--- src/design/mem_cfg.svh ---
/*
 * Data memory stage configuration: widths, RAM depth, port count
 * and the inclusive base/bound pairs of the read and write maps.
 */
`ifndef MEM_CFG_SVH
`define MEM_CFG_SVH

// datapath widths.
`define MEM_ADDR_WIDTH      12
`define MEM_DATA_WIDTH      32

`define MEM_RAM_DEPTH       1024    // words of data RAM.
`define MEM_IO_PORTS        8       // input ports and output ports, each.

// read map. I/O input ports sit right above the RAM.
`define MEM_RD_RAM_BASE     12'h000
`define MEM_RD_RAM_BOUND    12'h3FF
`define MEM_RD_IO_BASE      12'h400
`define MEM_RD_IO_BOUND     12'h407

// write map. I/O output ports live in their own window at 0x800.
`define MEM_WR_RAM_BASE     12'h000
`define MEM_WR_RAM_BOUND    12'h3FF
`define MEM_WR_IO_BASE      12'h800
`define MEM_WR_IO_BOUND     12'h807

`endif

--- src/design/mem_types_pkg.sv ---
/*
 * Datapath types of the data memory stage.
 */
`default_nettype none

`include "mem_cfg.svh"

package mem_types_pkg;

    // one data word as seen by the pipeline, the RAM and the I/O ports.
    typedef logic [`MEM_DATA_WIDTH-1:0] word_t;

    // address used by both the read map and the write map.
    typedef logic [`MEM_ADDR_WIDTH-1:0] addr_t;

    typedef logic [$clog2(`MEM_RAM_DEPTH)-1:0] ram_addr_t;  // word index into the RAM.

    typedef logic [$clog2(`MEM_IO_PORTS)-1:0] port_idx_t;   // selects one I/O port.

endpackage

`default_nettype wire

--- src/design/mem_map_pkg.sv ---
/*
 * Memory map definitions. Names the range an enabled access decoded to.
 */
`default_nettype none

package mem_map_pkg;

    // region_none covers both disabled accesses and unmapped addresses,
    // so anything tagged with it is simply dropped.
    typedef enum logic [1:0] {
        region_none = 2'd0,
        region_ram  = 2'd1,     // data RAM window.
        region_io   = 2'd2      // I/O port window of the map in use.
    } region_e;

endpackage

`default_nettype wire

--- src/design/mem_addressing.sv ---
/*
 * Read and write address decoding for the data memory stage. Gates requests,
 * maps them onto the RAM or the I/O bank, and returns the read data.
 */
`timescale 1ns/1ps
`default_nettype none

`include "mem_cfg.svh"

module mem_addressing (
    input  logic                     clk,
    input  logic                     rst_n,
    input  logic                     read_ior,
    input  logic                     read_cancel,
    input  mem_types_pkg::addr_t     read_addr,
    input  logic                     write_ior,
    input  logic                     write_cancel,
    input  mem_types_pkg::addr_t     write_addr,
    input  mem_types_pkg::word_t     write_data,
    output logic                     ram_wr_en,
    output mem_types_pkg::ram_addr_t ram_wr_addr,
    output mem_types_pkg::word_t     ram_wr_data,
    output logic                     ram_rd_en,
    output mem_types_pkg::ram_addr_t ram_rd_addr,
    input  mem_types_pkg::word_t     ram_rd_data,
    output logic                     io_wr_en,
    output mem_types_pkg::port_idx_t io_wr_idx,
    output mem_types_pkg::word_t     io_wr_data,
    output logic                     io_rd_en,
    output mem_types_pkg::port_idx_t io_rd_idx,
    input  mem_types_pkg::word_t     io_rd_data,
    output mem_types_pkg::word_t     read_data,
    output logic                     read_valid
);

    logic                 read_ok;
    logic                 write_ok;
    mem_map_pkg::region_e rd_region;
    mem_map_pkg::region_e wr_region;
    mem_map_pkg::region_e rd_region_q;

    // Both maps have the same shape, a RAM window and an I/O window with
    // inclusive bounds. Only the constants differ between read and write.
    function automatic mem_map_pkg::region_e decode_region(
        input logic                 en,
        input mem_types_pkg::addr_t addr,
        input mem_types_pkg::addr_t ram_base,
        input mem_types_pkg::addr_t ram_bound,
        input mem_types_pkg::addr_t io_base,
        input mem_types_pkg::addr_t io_bound
    );
        mem_map_pkg::region_e region;
        region = mem_map_pkg::region_none;
        if (en && addr >= ram_base && addr <= ram_bound) begin
            region = mem_map_pkg::region_ram;
        end else if (en && addr >= io_base && addr <= io_bound) begin
            region = mem_map_pkg::region_io;
        end
        return region;
    endfunction

    assign read_ok  = read_ior && !read_cancel;     // annulled reads are ignored.
    assign write_ok = write_ior && !write_cancel;

    assign rd_region = decode_region(read_ok, read_addr, `MEM_RD_RAM_BASE, `MEM_RD_RAM_BOUND,
                                     `MEM_RD_IO_BASE, `MEM_RD_IO_BOUND);
    assign wr_region = decode_region(write_ok, write_addr, `MEM_WR_RAM_BASE, `MEM_WR_RAM_BOUND,
                                     `MEM_WR_IO_BASE, `MEM_WR_IO_BOUND);

    // Indices are offsets from the base of the window that was hit.
    assign ram_wr_en   = (wr_region == mem_map_pkg::region_ram);
    assign ram_wr_addr = mem_types_pkg::ram_addr_t'(write_addr - `MEM_WR_RAM_BASE);
    assign ram_wr_data = write_data;
    assign ram_rd_en   = (rd_region == mem_map_pkg::region_ram);
    assign ram_rd_addr = mem_types_pkg::ram_addr_t'(read_addr - `MEM_RD_RAM_BASE);

    assign io_wr_en    = (wr_region == mem_map_pkg::region_io);
    assign io_wr_idx   = mem_types_pkg::port_idx_t'(write_addr - `MEM_WR_IO_BASE);
    assign io_wr_data  = write_data;
    assign io_rd_en    = (rd_region == mem_map_pkg::region_io);
    assign io_rd_idx   = mem_types_pkg::port_idx_t'(read_addr - `MEM_RD_IO_BASE);

    // the region travels alongside the one-cycle RAM and port read latency.
    always_ff @(posedge clk or negedge rst_n) begin
        if (!rst_n) begin
            rd_region_q <= mem_map_pkg::region_none;
        end else begin
            rd_region_q <= rd_region;
        end
    end

    always_comb begin
        case (rd_region_q)
            mem_map_pkg::region_ram: read_data = ram_rd_data;
            mem_map_pkg::region_io:  read_data = io_rd_data;
            default:                 read_data = '0;    // nothing was read.
        endcase
    end

    assign read_valid = (rd_region_q != mem_map_pkg::region_none);

endmodule

`default_nettype wire

--- config.mk ---
export PLATFORM = sky130hd
export DESIGN_NAME = mem_addressing
export DESIGN_NICKNAME = d
export VERILOG_FILES = /design/src/design/mem_types_pkg.sv /design/src/design/mem_map_pkg.sv /design/src/design/mem_addressing.sv
export VERILOG_INCLUDE_DIRS = /design/src /design/src/design
export SDC_FILE = /design/constraint.sdc
export NUM_CORES = 1
export LEC_CHECK = 0
export BUFFER_PORTS_ARGS = -buffer_cell sky130_fd_sc_hd__buf_4
export CELL_PAD_IN_SITES_DETAIL_PLACEMENT = 0
export CELL_PAD_IN_SITES_GLOBAL_PLACEMENT = 1
export CORE_MARGIN = 5
export CORE_UTILIZATION = 13
export DETAILED_ROUTE_END_ITERATION = 8
export GPL_TIMING_DRIVEN = 0
export PLACE_DENSITY_LB_ADDON = 0.2
export SYNTH_ARGS = -nofsm -noshare
export SYNTH_HDL_FRONTEND = slang
export SYNTH_SLANG_ARGS = --single-unit
--- constraint.sdc ---
create_clock -name clk -period 1.58 [get_ports clk]
set_clock_uncertainty 0.15 [all_clocks]
set_input_delay 0.474 -clock clk [delete_from_list [all_inputs] [get_ports clk]]
set_output_delay 0.474 -clock clk [all_outputs]
set_load 0.02 [all_outputs]
==> results of run 1 <==
[metrics by stage]
step | setup WS (ps) | hold slack [ps] | cells | setup TNS [ps]
2_1_floorplan | -131 | 28.4 | 181 | -4250
3_3_place_gp | -342 | 106 | 531 | -10060
3_5_place_dp | -326 | 108 | 531 | -10760
4_1_cts | -542 | 388 | 539 | -17140
5_1_grt | -575 | 394 | 541 | -18680
6_report | -500 | 392 | 541 | -16210
[worst max-delay path, delay by kind of cell, from the launching register on]
kind | cells | cell delay (ps)
and+or+nand+nor | 1 | 150
DFF | 1 | 400
adders and majority gates | 1 | 330
buffers and inverters | 3 | 370
[logic make-up (layout without fill, tap and decap cells)]
family | Yosys count | in the layout
AOI/OAI and AO/OA | 32 | 32
buffers and inverters | 102 | 326
and+or+nand+nor | 42 | 42
DFF | 2 | 2
adders and majority gates | 3 | 3
[timing repair]
item	in CTS	in global routing
endpoints found under the hold margin	2	0
pin swaps	18	12
endpoints found under the setup margin	37	37
buffers inserted	4	2
hold buffers	1	0
gates resized for setup	60	12
[cells in the final DEF, fill, tap and decap left out, types with 2 or more instances in the layout]
master | netlist | layout
buf_4 | 90 | 260
buf_6 | 6 | 47
nor2b_4 | 0 | 33
a22oi_2 | 1 | 32
buf_12 | 0 | 6
inv_2 | 0 | 3
buf_8 | 0 | 3
clkbuf_16 | 0 | 3
ha_4 | 0 | 3
clkbuf_8 | 0 | 3
nor4b_4 | 0 | 2
dfrtp_1 | 2 | 2
[worst max-delay path by stage]
stage / from / end / slack [ps] / cells after the start
after detailed placement: read_addr[5] / io_rd_en / -330 / 4
after global placement: read_addr[5] / io_rd_en / -340 / 4
after floorplan: rd_region_q[0] / read_data[0] / -130 / 4
final: rd_region_q[0] / read_data[27] / -500 / 5
after CTS: rd_region_q[1] / read_data[27] / -540 / 6
after global routing: rd_region_q[1] / read_data[5] / -570 / 6
[power by group]
part	switching, mW	total (mW)	leakage [nW]	internal [mW]
Clock	0.0370	0.198	0.0216	0.161
Combinational	0.339	0.841	1.79	0.502
Sequential	0.000883	0.0532	0.0277	0.0523
Total	0.377	1.09	1.84	0.715
[final cells by class]
class | instances | area (µm²)
timing repair buffer | 221 | 1870
multi-input combinational | 77 | 1070
buffer | 99 | 866
tap | 136 | 170
sequential | 2 | 50.0
clock buffer | 3 | 41.3
inverter | 3 | 11.3
fill | 1066 | 6250
[per-layer routing]
metal  wire (µm)  vias to the layer above  part of all wire, %
met3        1120                        6                   14
met5           0                        -                    0
met1        2480                      922                   30
li1            -                      971                    -
met4          83                        0                  1.0
met2        4460                      135                   55
==> flow_metrics.py, run 1 <==
metrics = {
    "final_layout": {
        "final_core_util_pct": 39.5,
        "largest-register": "rd_region_q",
        "drive_gt1_share_pct": 99.0,
        "area_growth_syn_to_layout_pct": 197,
        "design_area_um2": 4080,
        "antenna_cells": 0,
        "nets": 536,
        "reg_top3": "rd_region_q: 2 flops",
        "largest_register_ffs": 2,
    },
    "floorplan": {
        "placementRows": 37,
        "ios": 253,
        "die_h_um": 113,
        "coreArea_um2": 10300,
        "initial_core_util_pct": 13.3,
        "fp.dieW_um": 113,
        "die_area_um2": 12700,
    },
    "route": {
        "ant_nets": 0,
        "wl_per_cell_um": 15.1,
        "wl_mm": 8.15,
        "vias": 2034,
        "drtPass1Iterations": 3,
        "drt_first_iter_violations": 64,
        "drc": 0,
        "vias_per_cell": 3.76,
    },
    "setup_path": {
        "path_cells": "inv_2 > ha_4 > clkbuf_16 > nor2b_4 > buf_6",
        "slowest_stage": "dfrtp_1",
        "endpoint_kind": "output port",
        "worst_setup_path_start_kind": "register",
        "crit_type": "reg2out",
        "path_max_fanout": 10,
        "arrival_ps": 1460,
        "slowest_delay_ps": 400,
        "required_ps": 960,
    },
    "global_route": {
        "overflow": 0,
        "antenna_found_initial": 0,
        "grt_pass1_vias": 2310,
        "grt-busiest-layer": "met2",
        "grt_pass1_wl_mm": 12.3,
        "grt_use_met1_pct": 11.6,
        "use_met3_pct": 6.04,
        "grt_max_degree": 11,
        "grtUsageTotal_pct": 12.0,
        "met2_usage_pct": 22.9,
    },
    "synthesis": {
        "synth_nets": 310,
        "synth_area_per_cell_um2": 7.57,
        "ys_seq_elements": 2,
        "synth_edf_count": 0,
        "synth_top_area_share_pct": 49.3,
        "syn_area_um2": 1370,
        "synthCells": 181,
        "synth_top_family_by_area": "buffers and inverters",
        "yosys_most_used_dff": "dfrtp_1",
        "synth_compound_area_share_pct": 17.9,
        "yosys-top-cells-area": "buf_4, a22oi_1, nor2b_1, buf_6, dfrtp_1",
        "yosys_warnings": 0,
        "synth.distinct_cells": 15,
        "synthAdderAreaFrac_pct": 2.74,
        "ys_async_sr_fraction_pct": 100,
        "synth_common_cells": "buf_4, nor2b_1, a22oi_1, buf_6",
        "ys_seq_area_share_pct": 3.65,
        "synth_xor_area_share_pct": 0,
        "synth.most_common_cell": "buf_4",
        "synth_top_cell_by_area": "buf_4",
        "yosys.area_share.simple_pct": 19.8,
        "synth_mux_area_share_pct": 0,
    },
    "sta": {
        "fin_crit_ps": 2080,
        "slew_headroom_pct": 84.4,
        "setup_violations": 37,
        "worstMarginPinSlew_ps": 233,
        "slew_violations": 0,
        "fmax_mhz": 481,
        "setup_ws_ps": -500,
        "finalCritPeriodShare_pct": 132,
        "finalHoldViolCount": 0,
        "grt_setup_unrepaired": "true",
    },
    "placement": {
        "gp_congestion": 0.760,
        "dp_hpwl_mm": 7.21,
        "postPlaceCellArea_um2": 3650,
        "numPortBuffers": 214,
    },
    "clock_network": {
        "cts.sinks": 2,
        "htree_levels": 1,
        "clkTransAtPathRegs_ps": 30,
        "clk_path_buf_depth": 2,
        "root_buffer": "clkbuf_8",
        "cts_buffers": 3,
        "cts_tree": "built",
    },
    "power": {
        "worst_ir_drop_vdd_v": 0.000181,
        "leakage_nw": 1.84,
        "powerDensity_nw_per_um2": 268,
        "power_mw": 1.09,
    },
    "status": {
        "status": "finished with violations",
        "violations": "setup timing",
    },
    "hold_path": {
        "worstHoldStart": "read_addr[11]",
        "hold_depth": 3,
        "whs_endpoint": "rd_region_q[0]",
        "min_path_type": "in2reg",
    },
    "job": {
        "max_cap_violations": 0,
    },
}
(Power assumes the default switching activity.)
==> run 2, diff against run 1 <==
--- a/config.mk
+++ b/config.mk
@@ -9,7 +9,7 @@
 export BUFFER_PORTS_ARGS = -buffer_cell sky130_fd_sc_hd__buf_4
 export CELL_PAD_IN_SITES_DETAIL_PLACEMENT = 0
 export CELL_PAD_IN_SITES_GLOBAL_PLACEMENT = 1
-export CORE_MARGIN = 5
+export CORE_MARGIN = 10
 export CORE_UTILIZATION = 13
 export DETAILED_ROUTE_END_ITERATION = 8
 export GPL_TIMING_DRIVEN = 0
==> flow_metrics.py, run 2 (same netlist as run 1, synthesis figures left out) <==
metrics = {
    "status": {
        "status": "finished with violations",
        "violations": "setup timing",
    },
    "floorplan": {
        "die_h_um": 123,
        "die_area_um2": 15000,
        "placementRows": 37,
        "ios": 253,
        "fp.dieW_um": 123,
        "initial_core_util_pct": 13.3,
        "coreArea_um2": 10300,
    },
    "power": {
        "p_clk_share_pct": 17.9,
        "power.switching_mw": 0.383,
        "swShare_pct": 34.9,
        "leakage_nw": 1.87,
        "powerDensity_nw_per_um2": 265,
        "seqPwrFrac_pct": 4.8,
        "share_comb_of_total_power_pct": 77.3,
        "internal_power_mw": 0.714,
        "worst_ir_drop_vdd_v": 0.000183,
    },
    "sta": {
        "fin_crit_ps": 2080,
        "grt_setup_unrepaired": "true",
        "setup_violations": 37,
        "slew_headroom_pct": 83.5,
        "finalCritPeriodShare_pct": 132,
        "setup_ws_ps": -503,
        "worstMarginPinSlew_ps": 246,
        "finalHoldViolCount": 0,
        "hold_ws_ps": 395,
        "fmax_mhz": 480,
        "slew_violations": 0,
    },
    "route": {
        "vias_per_cell": 3.60,
        "drtPass1Iterations": 3,
        "drc": 0,
        "drt_first_iter_violations": 29,
        "ant_nets": 0,
        "vias": 1961,
        "wl_per_cell_um": 17.5,
        "wl_mm": 9.52,
    },
    "setup_path": {
        "path_cells": "buf_4 > ha_4 > buf_12 > a22oi_2 > nor2b_4 > buf_6",
        "required_ps": 960,
        "critPathLaunch": "rd_region_q[0]",
        "worst_setup_path_start_kind": "register",
        "crit_type": "reg2out",
        "path_max_fanout": 10,
        "endpoint_kind": "output port",
        "slowest_stage": "dfrtp_1",
        "slowest_delay_ps": 370,
        "arrival_ps": 1460,
    },
    "clock_network": {
        "clkTransAtPathRegs_ps": 30,
        "htree_levels": 1,
        "cts_buffers": 3,
        "cts_tree": "built",
        "clk_path_buf_depth": 2,
        "cts.sinks": 2,
        "root_buffer": "clkbuf_8",
    },
    "hold_path": {
        "min_path_type": "in2reg",
        "worstHoldStart": "read_addr[10]",
    },
    "global_route": {
        "grt_max_degree": 11,
        "antenna_found_initial": 0,
        "grt_pass1_vias": 2218,
        "grt_pass1_wl_mm": 13.3,
        "grtUsageTotal_pct": 11.5,
        "overflow": 0,
    },
    "final_layout": {
        "largest-register": "rd_region_q",
        "drive_gt1_share_pct": 99.0,
        "reg_top3": "rd_region_q: 2 flops",
        "largest_register_ffs": 2,
        "nets": 540,
        "final_cell_mix": "buf_4, buf_6, nor2b_4",
        "stdcell_count": 545,
        "final_core_util_pct": 40.3,
        "final_common_cell": "buf_4",
        "area_growth_syn_to_layout_pct": 203,
        "antenna_cells": 0,
    },
    "job": {
        "max_cap_violations": 0,
    },
    "placement": {
        "gp_congestion": 0.751,
        "dpl.cell_count": 531,
        "numPortBuffers": 214,
        "dp_hpwl_mm": 8.60,
    },
}
run 2: cell types whose count changed in the layout (fill, tap and decap cells not counted), sizes merged:
cell and change:
clkbuf +1, buf +3
run 2: layer usage:
metal / GRT usage (%) / wire, µm / vias up
li1: - / - / 979
met1: 9.81 / 2680 / 839
met2: 20.3 / 4950 / 141
met3: 10.2 / 1850 / 2
met4: 1.47 / 27 / 0
met5: 0 / 0 / -
run 2: timing repair:
action	4_1_cts	5_1_grt
gates cloned	0	4
setup endpoints to repair	37	37
resized for setup	40	35
pin swaps	10	12
endpoints found under the hold margin	2	0
hold buffers	1	0
buffers inserted	4	2
run 2: power by group through the flow:
| stage | combinational, mW | sequential [mW] | clock (mW) |
|---|---|---|---|
| floorplan | 0.408 | 0.0536 | 0 |
| global placement | 0.810 | 0.0537 | 0 |
| detailed placement | 0.811 | 0.0537 | 0 |
| CTS | 0.847 | 0.0532 | 0.204 |
| global route | 0.901 | 0.0528 | 0.208 |
| finish | 0.848 | 0.0528 | 0.196 |
run 2: path summary, 6_finish.rpt:
check                                 end  slack [ps]  cells after the start
min in group asynchronous  rd_region_q[1]         460                      2
max in group asynchronous  rd_region_q[0]         730                      2
min                        rd_region_q[0]         390                      3
max                          read_data[4]        -500                      6
run 2: area by class of cell:
cell class	count	area (µm²)
inverters	3	11.3
fillers	1040	6130
flip-flops and latches	2	50.0
repair buffers	225	1950
clock buffers	3	41.3
well taps	136	170
multi-input cells	77	1080
plain buffers	99	846
run 2: through the flow:
step	power (mW)	area, µm²	TNS, ps	setup slack, ps
floorplan	0.462	1870	-4250	-131
global placement	0.863	3650	-10300	-345
detailed placement	0.864	3650	-10620	-345
CTS	1.10	3910	-17400	-541
global route	1.16	4150	-18680	-583
finish	1.10	4150	-16310	-503
run 2: critical path, delay by kind of cell (launching register included):
kind / cells / cell delay [ps]
compound gates: 1 / 200
fa+ha+maj: 1 / 190
buf+inv: 3 / 430
flops: 1 / 370
simple gates: 1 / 60
