===== src/design/mem_cfg.svh =====
/*
 * Data memory stage configuration: widths, RAM depth, port count
 * and the inclusive base/bound pairs of the read and write maps.
 */
`ifndef MEM_CFG_SVH
`define MEM_CFG_SVH

// datapath widths.
`define MEM_ADDR_WIDTH      12
`define MEM_DATA_WIDTH      32

`define MEM_RAM_DEPTH       1024    // words of data RAM.
`define MEM_IO_PORTS        8       // input ports and output ports, each.

// read map. I/O input ports sit right above the RAM.
`define MEM_RD_RAM_BASE     12'h000
`define MEM_RD_RAM_BOUND    12'h3FF
`define MEM_RD_IO_BASE      12'h400
`define MEM_RD_IO_BOUND     12'h407

// write map. I/O output ports live in their own window at 0x800.
`define MEM_WR_RAM_BASE     12'h000
`define MEM_WR_RAM_BOUND    12'h3FF
`define MEM_WR_IO_BASE      12'h800
`define MEM_WR_IO_BOUND     12'h807

`endif


===== src/design/mem_types_pkg.sv =====
/*
 * Datapath types of the data memory stage.
 */
`default_nettype none

`include "mem_cfg.svh"

package mem_types_pkg;

    // one data word as seen by the pipeline, the RAM and the I/O ports.
    typedef logic [`MEM_DATA_WIDTH-1:0] word_t;

    // address used by both the read map and the write map.
    typedef logic [`MEM_ADDR_WIDTH-1:0] addr_t;

    typedef logic [$clog2(`MEM_RAM_DEPTH)-1:0] ram_addr_t;  // word index into the RAM.

    typedef logic [$clog2(`MEM_IO_PORTS)-1:0] port_idx_t;   // selects one I/O port.

endpackage

`default_nettype wire


===== src/design/io_port_bank.sv =====
/*
 * I/O port bank. Output registers with a one-cycle write strobe per port,
 * and a registered read of the input ports.
 */
`timescale 1ns/1ps
`default_nettype none

`include "mem_cfg.svh"

module io_port_bank (
    input  logic                                         clk,
    input  logic                                         rst_n,
    input  logic                                         wr_en,
    input  mem_types_pkg::port_idx_t                     wr_idx,
    input  mem_types_pkg::word_t                         wr_data,
    input  logic                                         rd_en,
    input  mem_types_pkg::port_idx_t                     rd_idx,
    output mem_types_pkg::word_t                         rd_data,
    input  mem_types_pkg::word_t [`MEM_IO_PORTS-1:0]     io_in,
    output mem_types_pkg::word_t [`MEM_IO_PORTS-1:0]     io_out,
    output logic                 [`MEM_IO_PORTS-1:0]     io_wr_strobe
);

    // Output registers. Only the addressed port changes on a write.
    always_ff @(posedge clk or negedge rst_n) begin
        if (!rst_n) begin
            io_out <= '0;
        end else if (wr_en) begin
            io_out[wr_idx] <= wr_data;
        end
    end

    // The strobe is high in the cycle where io_out shows the new word,
    // so a consumer can latch the value on the strobe alone.
    always_ff @(posedge clk or negedge rst_n) begin
        if (!rst_n) begin
            io_wr_strobe <= '0;
        end else begin
            for (int i = 0; i < `MEM_IO_PORTS; i++) begin
                io_wr_strobe[i] <= wr_en && (wr_idx == mem_types_pkg::port_idx_t'(i));
            end
        end
    end

    // input ports are sampled at the issue edge.
    always_ff @(posedge clk) begin
        if (rd_en) begin
            rd_data <= io_in[rd_idx];
        end
    end

endmodule

`default_nettype wire


===== config.mk =====
export PLATFORM = sky130hd
export DESIGN_NAME = io_port_bank
export DESIGN_NICKNAME = d
export VERILOG_FILES = /design/src/design/mem_types_pkg.sv /design/src/design/io_port_bank.sv
export VERILOG_INCLUDE_DIRS = /design/src /design/src/design
export SDC_FILE = /design/constraint.sdc
export NUM_CORES = 1
export LEC_CHECK = 0
export BUFFER_PORTS_ARGS = -buffer_cell sky130_fd_sc_hd__buf_2
export CAP_MARGIN = 10
export CORE_AREA = 2 2 230 232
export CTS_CLUSTER_SIZE = 30
export DETAILED_ROUTE_END_ITERATION = 10
export DIE_AREA = 0 0 232 234
export PLACE_DENSITY = 0.46
export SYNTH_ARGS = -nofsm -noshare
export SYNTH_HDL_FRONTEND = slang
export SYNTH_SLANG_ARGS = --single-unit

===== constraint.sdc =====
create_clock -name clk -period 2.24 [get_ports clk]
set_input_delay 0.224 -clock clk [delete_from_list [all_inputs] [get_ports clk]]
set_output_delay 0.224 -clock clk [all_outputs]
set_load 0.02 [all_outputs]

==> flow_metrics.env, run 1 <==
export IMPL_fin_crit_ps=1390
export IMPL_synth_edf_count=32
export IMPL_die_h_um=234
export IMPL_die_area_sq_um=54300
export IMPL_synth_top_cell_by_area="dfrtp_1"
export IMPL_num_vias=9082
export IMPL_area_delta_synth_final_pct=40.6
export IMPL_yosysUniqueCellTypes=17
export IMPL_ys_warn_count=0
export IMPL_synth_top_cell_area_share_pct=51.5
export IMPL_status="finished, final reports clean"
export IMPL_worstPathMaxFanout=1
export IMPL_gp_congestion=0.962
export IMPL_drive_gt1_share_pct=73.7
export IMPL_top_layer_used="met5"
export IMPL_ys_ff_latch=296
export IMPL_synth_area_leaders="dfrtp_1, mux2_2, edfxtp_1"
export IMPL_finalMaxSlewViolations=0
export IMPL_antenna_found_initial=9
export IMPL_seq_area_frac_synth_pct=59.0
export IMPL_fmax_mhz=720
export IMPL_crit_type="reg -> out"
export IMPL_post_drt_via_cell_ratio=4.44
export IMPL_finalInstanceArea_sq_um=18000
export IMPL_initial_core_util_pct=24.7
export IMPL_ctsHtreeMaxLevel=2
export IMPL_p_leak_nw=8.57
export IMPL_ir_drop_mv=0.491
export IMPL_finalCritPeriodShare_pct=62.0
export IMPL_hold_path_class="in -> reg"
export IMPL_crit_required_ps=2020
export IMPL_port_buffers=593
export IMPL_design_core_area_sq_um=52000
export IMPL_grt_overflow_total=0
export IMPL_postCtsSetupRepairBufs=0
export IMPL_cts_tree="built"
export IMPL_drtIter0Drc=327
export IMPL_cts_buffers=36
export IMPL_power_density_nw_per_um2=982
export IMPL_fp_dieW_um=232
export IMPL_grt_pass1_vias=9445
export IMPL_grt_pass1_wl_um=66300
export IMPL_nFillCells=5175
export IMPL_syn_inst=709
export IMPL_worst_slew_pin_slew_ps=872
export IMPL_setup_violations=0
export IMPL_wl_met2_um=24900
export IMPL_slew_headroom_pct=41.9
export IMPL_final_nets=1625
export IMPL_synthTopCellsByCount="mux2_2, dfrtp_1, mux4_1"
export IMPL_row_count=84
export IMPL_crit_family="flip-flops"
export IMPL_met1Wirelength_um=17600
export IMPL_num_io_pins=594
export IMPL_dpl_cell_area_sq_um=16700
export IMPL_path_buf_inv=1
export IMPL_drc_errors=0
export IMPL_routed_wl_um=47100
export IMPL_synth_area_per_cell_sq_um=18.1
export IMPL_cts_sinks=296
export IMPL_root_buffer="clkbuf_16"
export IMPL_cts_buffer_depth=3
export IMPL_drtAntennaViolNets=0
export IMPL_setup_worst_path_start_class="register"
export IMPL_hold_violations=0
export IMPL_wl_met3_um=2610
export IMPL_syn_cell_area_sq_um=12800
export IMPL_p_total_mw=17.7
export IMPL_syn_num_nets=1007
export IMPL_dpl_hpwl_um=36500
export IMPL_grt_usage_pct=16.8
export IMPL_cpPeakStageDelay_ps=430
export IMPL_arrival_ps=1160
export IMPL_slowest_stage="edfxtp_1"
export IMPL_wl_per_cell_um=23.0
export IMPL_clk_latency_ps=530
export IMPL_drtPass1Iterations=4
export IMPL_yosysMostFrequentCell="mux2_2"
export IMPL_fin_skew_ps=0
export IMPL_tns_ps=0
export IMPL_async_flop_share_pct=89.2
export IMPL_grt_max_degree=67
export IMPL_synthFlopType="dfrtp_1"
export IMPL_endpoint_kind="primary output"
export IMPL_crit_path_cell_trace="buf_2"
export IMPL_drv_cap=0
export IMPL_path_clk_slew_ps=60
export IMPL_rsz0062_at_grt="false"
layout make-up:
class                           instances  area (sq um)  share of cell area, %
Inverter                                4          15.0                 0.0833
Clock buffer                           53          1090                   6.03
Sequential cell                       296          7570                   42.0
Multi-Input combinational cell        360          4970                   27.5
Tap cell                              688           861                   4.78
Clock inverter                         12           130                  0.722
Antenna cell                            2          5.00                 0.0278
Timing Repair Buffer                  629          3400                   18.8
flip-flops by register name (all words and copies together), names as in the netlist:
signal	flops
rd_data	32
io_wr_strobe	8
io_out	256
placed cells by master, fill, tap and decap left out:
cell           count
clkbuf_16         38
nand4_1            1
mux4_1            36
clkbuf_8           8
mux4_2            28
nor4bb_4           3
buf_2            591
nand4b_1           3
clkinv_4           1
clkinv_8           1
buf_12            10
buf_4             19
buf_8              1
clkbuf_1           7
clkinv_16          1
inv_1              4
bufinv_16          1
clkinv_2           6
inv_6              1
mux2_2           283
mux2_1             1
inv_4              1
diode_2            2
dlygate4sd3_1      8
dfrtp_1          264
mux2_4             4
nor4b_4            1
edfxtp_1          32
power by group:
part	internal, mW	total (mW)	switching (mW)
Clock	3.52	5.87	2.35
Combinational	1.97	4.78	2.81
Sequential	6.55	7.05	0.502
Total	12.0	17.7	5.67
stage by stage:
step	hold WS, ps	util (%)	setup WS [ps]	instances
3_3_place_gp	215	32.1	414	1969
4_1_cts	3.15	34.6	806	2042
5_1_grt	23.1	34.7	804	2044
2_1_floorplan	-71.6	-	662	709
6_report	35.2	34.7	852	2044
3_5_place_dp	209	32.1	398	1969
worst paths after layout:
path                              from           to  slack [ps]  cells after the start
hold / removal             wr_data[15]   io_out[79]          40                      2
max in group asynchronous        rst_n  io_out[241]        1260                      3
hold reg to reg              io_out[4]    io_out[4]         490                      1
setup / recovery            rd_data[4]   rd_data[4]         850                      1
setup reg to reg           io_out[208]  io_out[208]        1450                      1
min in group asynchronous        rst_n  io_out[234]         200                      2
repair_timing:
action	CTS	global route
endpoints found under the hold margin	92	0
hold buffers	8	0
endpoints found under the setup margin	0	0
gates resized for setup	0	0
logic make-up (layout without fill, tap and decap cells):
kind of cell | count (synthesis) | after routing | share of synthesized area [%]
mux | 352 | 352 | 37.7
flops | 296 | 296 | 59.0
simple gates | 8 | 8 | 0.673
other cells | 0 | 2 | 0
buf+inv | 53 | 698 | 2.62
per-layer routing:
metal	up-vias	track usage, %
met2	371	30.6
li1	3967	-
met1	4655	19.2
met3	87	3.59
met5	-	0
met4	2	6.83
Power figures use the tool's default switching activity.
==> inputs of run 2 (changes only) <==
CORE_AREA = 2 2 232 234   (was 2 2 230 232)
DIE_AREA = 0 0 234 236   (was 0 0 232 234)
PLACE_DENSITY = 0.45   (was 0.46)
clock period = 1.4 ns   (was 2.24 ns; I/O delays follow)
==> run 2 against run 1 <==
Against the previous run:
- setup slack lost 750 ps
- non-clock buffer count up 32
- clock power grew 53%
- register-to-register slack worse by 830 ps
- core utilization about the same
- wire length increased by 0.32%
- worst hold slack improved by 18 ps
- design area rose by 1.9%
- sequential share of layout area fell by 0.80 points
- clock skew unchanged
- total power is 58% higher
- count of clock-buffer cells in the layout did not move
==> flow_metrics.env, run 2 (synthesis gave the netlist of run 1 again) <==
export IMPL_status="finished, final reports clean"
export IMPL_final_nets=1658
export IMPL_setup_worst_path_start_class="register"
export IMPL_dpl_worst_slack_ps=-321
export IMPL_drv_cap=0
export IMPL_finalCritPeriodShare_pct=92.8
export IMPL_num_vias=9183
export IMPL_num_io_pins=594
export IMPL_tns_ps=0
export IMPL_post_drt_via_cell_ratio=4.41
export IMPL_grt_usage_pct=16.8
export IMPL_die_h_um=236
export IMPL_crit_family="flip-flops"
export IMPL_hold_violations=0
export IMPL_cts_sinks=296
export IMPL_slew_headroom_pct=73.8
export IMPL_r2r_end="io_out[117]"
export IMPL_die_area_sq_um=55200
export IMPL_hold_path_class="in -> reg"
export IMPL_slowest_stage="edfxtp_1"
export IMPL_initial_core_util_pct=24.2
export IMPL_cts_buffer_depth=3
export IMPL_setup_violations=0
export IMPL_path_buf_inv=1
export IMPL_crit_path_cell_trace="buf_2"
export IMPL_drc_errors=0
export IMPL_dpl_cell_area_sq_um=16900
export IMPL_drtPass1Iterations=4
export IMPL_setup_slack_ps=101
export IMPL_grt_overflow_total=0
export IMPL_final_cell_mix="buf_2, mux2_2, dfrtp_1, clkbuf_16"
export IMPL_largestRegisters="io_out x256, rd_data x32, io_wr_strobe x8"
export IMPL_cp_startpoint="rd_data[6]"
export IMPL_p_leak_nw=8.69
export IMPL_port_buffers=593
export IMPL_final_common_cell="buf_2"
export IMPL_crit_required_ps=1260
export IMPL_ir_drop_mv=0.687
export IMPL_antenna_found_initial=8
export IMPL_cpPeakStageDelay_ps=420
export IMPL_routed_wl_um=47200
export IMPL_area_delta_synth_final_pct=43.3
export IMPL_drtAntennaViolNets=0
export IMPL_grt_busiest_layer="met2"
export IMPL_top_register="io_out"
export IMPL_hold_depth=2
export IMPL_row_count=85
export IMPL_dpl_hpwl_um=36700
export IMPL_rsz0062_at_grt="false"
export IMPL_endpoint_kind="primary output"
export IMPL_finalInstanceArea_sq_um=18400
export IMPL_r2r_setup_slack_ps=620
export IMPL_met2_usage_pct=31.2
export IMPL_drtIter0Drc=310
export IMPL_grt_pass1_wl_um=67300
export IMPL_final_util_pct=34.6
export IMPL_fp_dieW_um=234
export IMPL_rr_worst_depth=1
export IMPL_largest_register_ffs=256
export IMPL_ctsHtreeMaxLevel=2
export IMPL_path_clk_slew_ps=60
export IMPL_min_to="io_out[180]"
export IMPL_power_density_nw_per_um2=1530
export IMPL_nFillCells=5307
export IMPL_grt_max_degree=48
export IMPL_grtUsageMet1_pct=18.5
export IMPL_arrival_ps=1160
export IMPL_gp_congestion=0.928
export IMPL_design_core_area_sq_um=53100
export IMPL_finalMaxSlewViolations=0
export IMPL_worstPathMaxFanout=1
export IMPL_root_buffer="clkbuf_16"
export IMPL_drive_gt1_share_pct=72.4
export IMPL_cts_buffers=37
export IMPL_crit_type="reg -> out"
export IMPL_fmax_mhz=770
export IMPL_fin_crit_ps=1300
export IMPL_fin_skew_ps=0
export IMPL_r2r_start="io_out[117]"
export IMPL_use_met3_pct=3.60
export IMPL_cts_tree="built"
export IMPL_worst_hold_slack_ps=53.0
export IMPL_worst_slew_pin_slew_ps=393
export IMPL_postCtsSetupRepairBufs=0
export IMPL_wl_per_cell_um=22.7
export IMPL_hold_start="wr_data[20]"
export IMPL_grt_pass1_vias=9682
export IMPL_clk_latency_ps=530
run 2: worst max path at each step:
stage,to,slack (ps),cells past startpoint
floorplan,rd_data[28],-50,4
finish,rd_data[6],100,1
global placement,rd_data[13],-300,4
CTS,rd_data[14],50,1
detailed placement,rd_data[28],-320,4
global route,rd_data[14],50,1
run 2: metrics by stage:
step,total power [mW],cells
2_1_floorplan,15.7,709
3_3_place_gp,19.2,1984
3_5_place_dp,19.3,1984
4_1_cts,28.6,2078
5_1_grt,29.4,2081
6_report,28.1,2081
run 2: final cells by class:
type	count	area (sq um)	share of cell area [%]
clock buffer	53	1070	5.82
inverter	4	15.0	0.0817
clock inverter	8	80.1	0.436
multi-input combinational	360	4950	27.0
antenna	3	7.51	0.0409
timing repair buffer	661	3810	20.7
sequential	296	7570	41.2
tap	696	871	4.74
run 2: metal layers:
| metal | part of all wire [%] | routed length, um |
|---|---|---|
| met5 | 0.028 | 13 |
| met4 | 3.5 | 1680 |
| met3 | 5.8 | 2730 |
| met2 | 54 | 25500 |
| met1 | 37 | 17300 |
run 2: report_power, final:
group	internal, mW	switching (mW)
logic	3.24	4.51
clock network	5.34	3.66
registers	10.5	0.824
run 2: timing repair:
item                      4_1_cts  5_1_grt
hold buffers                   33        0
gates resized for setup         0        0
hold endpoints to repair      513        0
==> inputs of run 3 (changes only) <==
REMOVE_ABC_BUFFERS = 1   (was not set)
==> run 3 against run 2 <==
Against the previous run:
- clock power grew 2%
- design area up 0.96%
- combinational power hardly changed
- non-clock buffer count up 19
- first-iteration DRC count up 0.65%
- via count up 1.4%
- die area did not move
- setup slack lost 26 ps
==> flow_metrics.env, run 3 (synthesis gave the netlist of run 1 again) <==
export IMPL_clkPwrFrac_pct=32.5
export IMPL_top_register="io_out"
export IMPL_internal_power_mw=19.2
export IMPL_num_vias=9316
export IMPL_grt_usage_pct=17.1
export IMPL_cts_tree="built"
export IMPL_setup_slack_ps=75.8
export IMPL_path_buf_inv=1
export IMPL_fp_dieW_um=234
export IMPL_slew_headroom_pct=77.0
export IMPL_antenna_found_initial=23
export IMPL_post_drt_via_cell_ratio=4.41
export IMPL_largestRegisters="io_out x256, rd_data x32, io_wr_strobe x8"
export IMPL_crit_path_cell_trace="buf_6"
export IMPL_cts_buffer_depth=3
export IMPL_drtIter0Drc=312
export IMPL_area_delta_synth_final_pct=44.7
export IMPL_p_total_mw=28.2
export IMPL_clk_latency_ps=530
export IMPL_final_common_cell="buf_2"
export IMPL_crit_type="reg -> out"
export IMPL_ir_drop_mv=0.737
export IMPL_fin_skew_ps=0
export IMPL_largest_register_ffs=256
export IMPL_routed_wl_um=48500
export IMPL_finalInstanceArea_sq_um=18600
export IMPL_pwr_share_seq_pct=40.0
export IMPL_crit_family="flip-flops"
export IMPL_die_h_um=236
export IMPL_endpoint_kind="primary output"
export IMPL_tns_ps=0
export IMPL_fin_crit_ps=1320
export IMPL_status="finished, final reports clean"
export IMPL_grt_overflow_total=0
export IMPL_dpl_cell_area_sq_um=17000
export IMPL_hold_violations=0
export IMPL_finalCritPeriodShare_pct=94.6
export IMPL_drc_errors=0
export IMPL_design_core_area_sq_um=53100
export IMPL_drtAntennaViolNets=0
export IMPL_gp_congestion=0.959
export IMPL_drtPass1Iterations=4
export IMPL_root_buffer="clkbuf_16"
export IMPL_die_area_sq_um=55200
export IMPL_dp_cells=2005
export IMPL_p_leak_nw=8.81
export IMPL_ctsHtreeMaxLevel=2
export IMPL_num_io_pins=594
export IMPL_switching_power_mw=8.93
export IMPL_finalMaxSlewViolations=0
export IMPL_row_count=85
export IMPL_initial_core_util_pct=24.2
export IMPL_drive_gt1_share_pct=72.8
export IMPL_worstPathMaxFanout=1
export IMPL_hold_path_class="in -> reg"
export IMPL_worst_slew_pin_slew_ps=344
export IMPL_slowest_stage="edfxtp_1"
export IMPL_wl_per_cell_um=23.0
export IMPL_crit_required_ps=1260
export IMPL_port_buffers=593
export IMPL_setup_violations=0
export IMPL_dpl_hpwl_um=37800
export IMPL_rsz0062_at_grt="false"
export IMPL_postCtsSetupRepairBufs=0
export IMPL_power_density_nw_per_um2=1520
export IMPL_drv_cap=0
export IMPL_grt_pass1_wl_um=68100
export IMPL_final_util_pct=35.0
export IMPL_sw_frac_of_total_pct=31.7
export IMPL_cts_buffers=35
export IMPL_p_comb_share_pct=27.5
export IMPL_final_cell_count_no_fill=2112
export IMPL_grt_pass1_vias=9776
export IMPL_dpl_worst_slack_ps=-283
export IMPL_grt_max_degree=53
export IMPL_final_cell_mix="buf_2, mux2_2, dfrtp_1, buf_4, clkbuf_16"
export IMPL_setup_worst_path_start_class="register"
export IMPL_nFillCells=5254
export IMPL_final_nets=1675
export IMPL_arrival_ps=1180
export IMPL_cpPeakStageDelay_ps=480
export IMPL_path_clk_slew_ps=60
export IMPL_worst_hold_slack_ps=26.1
export IMPL_fmax_mhz=755
export IMPL_cts_sinks=296
run 3: cell count changes in the layout (fill, tap and decap cells not counted), moves of 3 or more:
cell | before | now
buf_4 | 17 | 40
clkbuf_8 | 2 | 8
diode_2 | 3 | 14
mux4_1 | 33 | 36
mux4_2 | 31 | 28
run 3: area by class of cell:
| cell class | count | area [sq um] | area share, % |
|---|---|---|---|
| clock inverter | 6 | 48.8 | 0.263 |
| sequential | 296 | 7570 | 40.8 |
| multi-input combinational | 360 | 4970 | 26.8 |
| tap | 696 | 871 | 4.69 |
| clock buffer | 56 | 1120 | 6.04 |
| antenna | 14 | 35.0 | 0.189 |
| timing repair buffer | 680 | 3930 | 21.2 |
| inverter | 4 | 15.0 | 0.0809 |
run 3: repair_timing:
item	CTS	global route
resized for setup	2	0
setup endpoints to repair	1	0
endpoints found under the hold margin	489	0
hold buffers	31	0
run 3: power groups by stage:
stage / Combinational (mW) / Clock [mW] / Sequential [mW]
2_1_floorplan: 1.95 / 0 / 13.6
3_3_place_gp: 7.76 / 0 / 11.4
3_5_place_dp: 7.80 / 0 / 11.4
4_1_cts: 7.89 / 9.50 / 11.3
5_1_grt: 8.21 / 9.82 / 11.5
6_report: 7.75 / 9.16 / 11.3
run 3: routing by layer:
| metal | vias to the layer above | GRT usage [%] | wire [um] |
|---|---|---|---|
| met1 | 4723 | 18.3 | 17600 |
| li1 | 4069 | - | - |
| met4 | 2 | 8.53 | 2480 |
| met3 | 96 | 4.51 | 3540 |
| met5 | - | 0 | 13 |
| met2 | 426 | 30.6 | 24900 |
run 3: final timing paths:
path                              from           to  slack (ps)  cells past startpoint
setup reg to reg           io_out[180]  io_out[180]         620                      1
max in group asynchronous        rst_n  io_out[107]         680                      3
hold reg to reg              io_out[4]    io_out[4]         480                      1
hold / removal             wr_data[14]   io_out[14]          30                      2
min in group asynchronous        rst_n  io_out[122]          80                      2
setup / recovery            rd_data[6]   rd_data[6]          80                      1
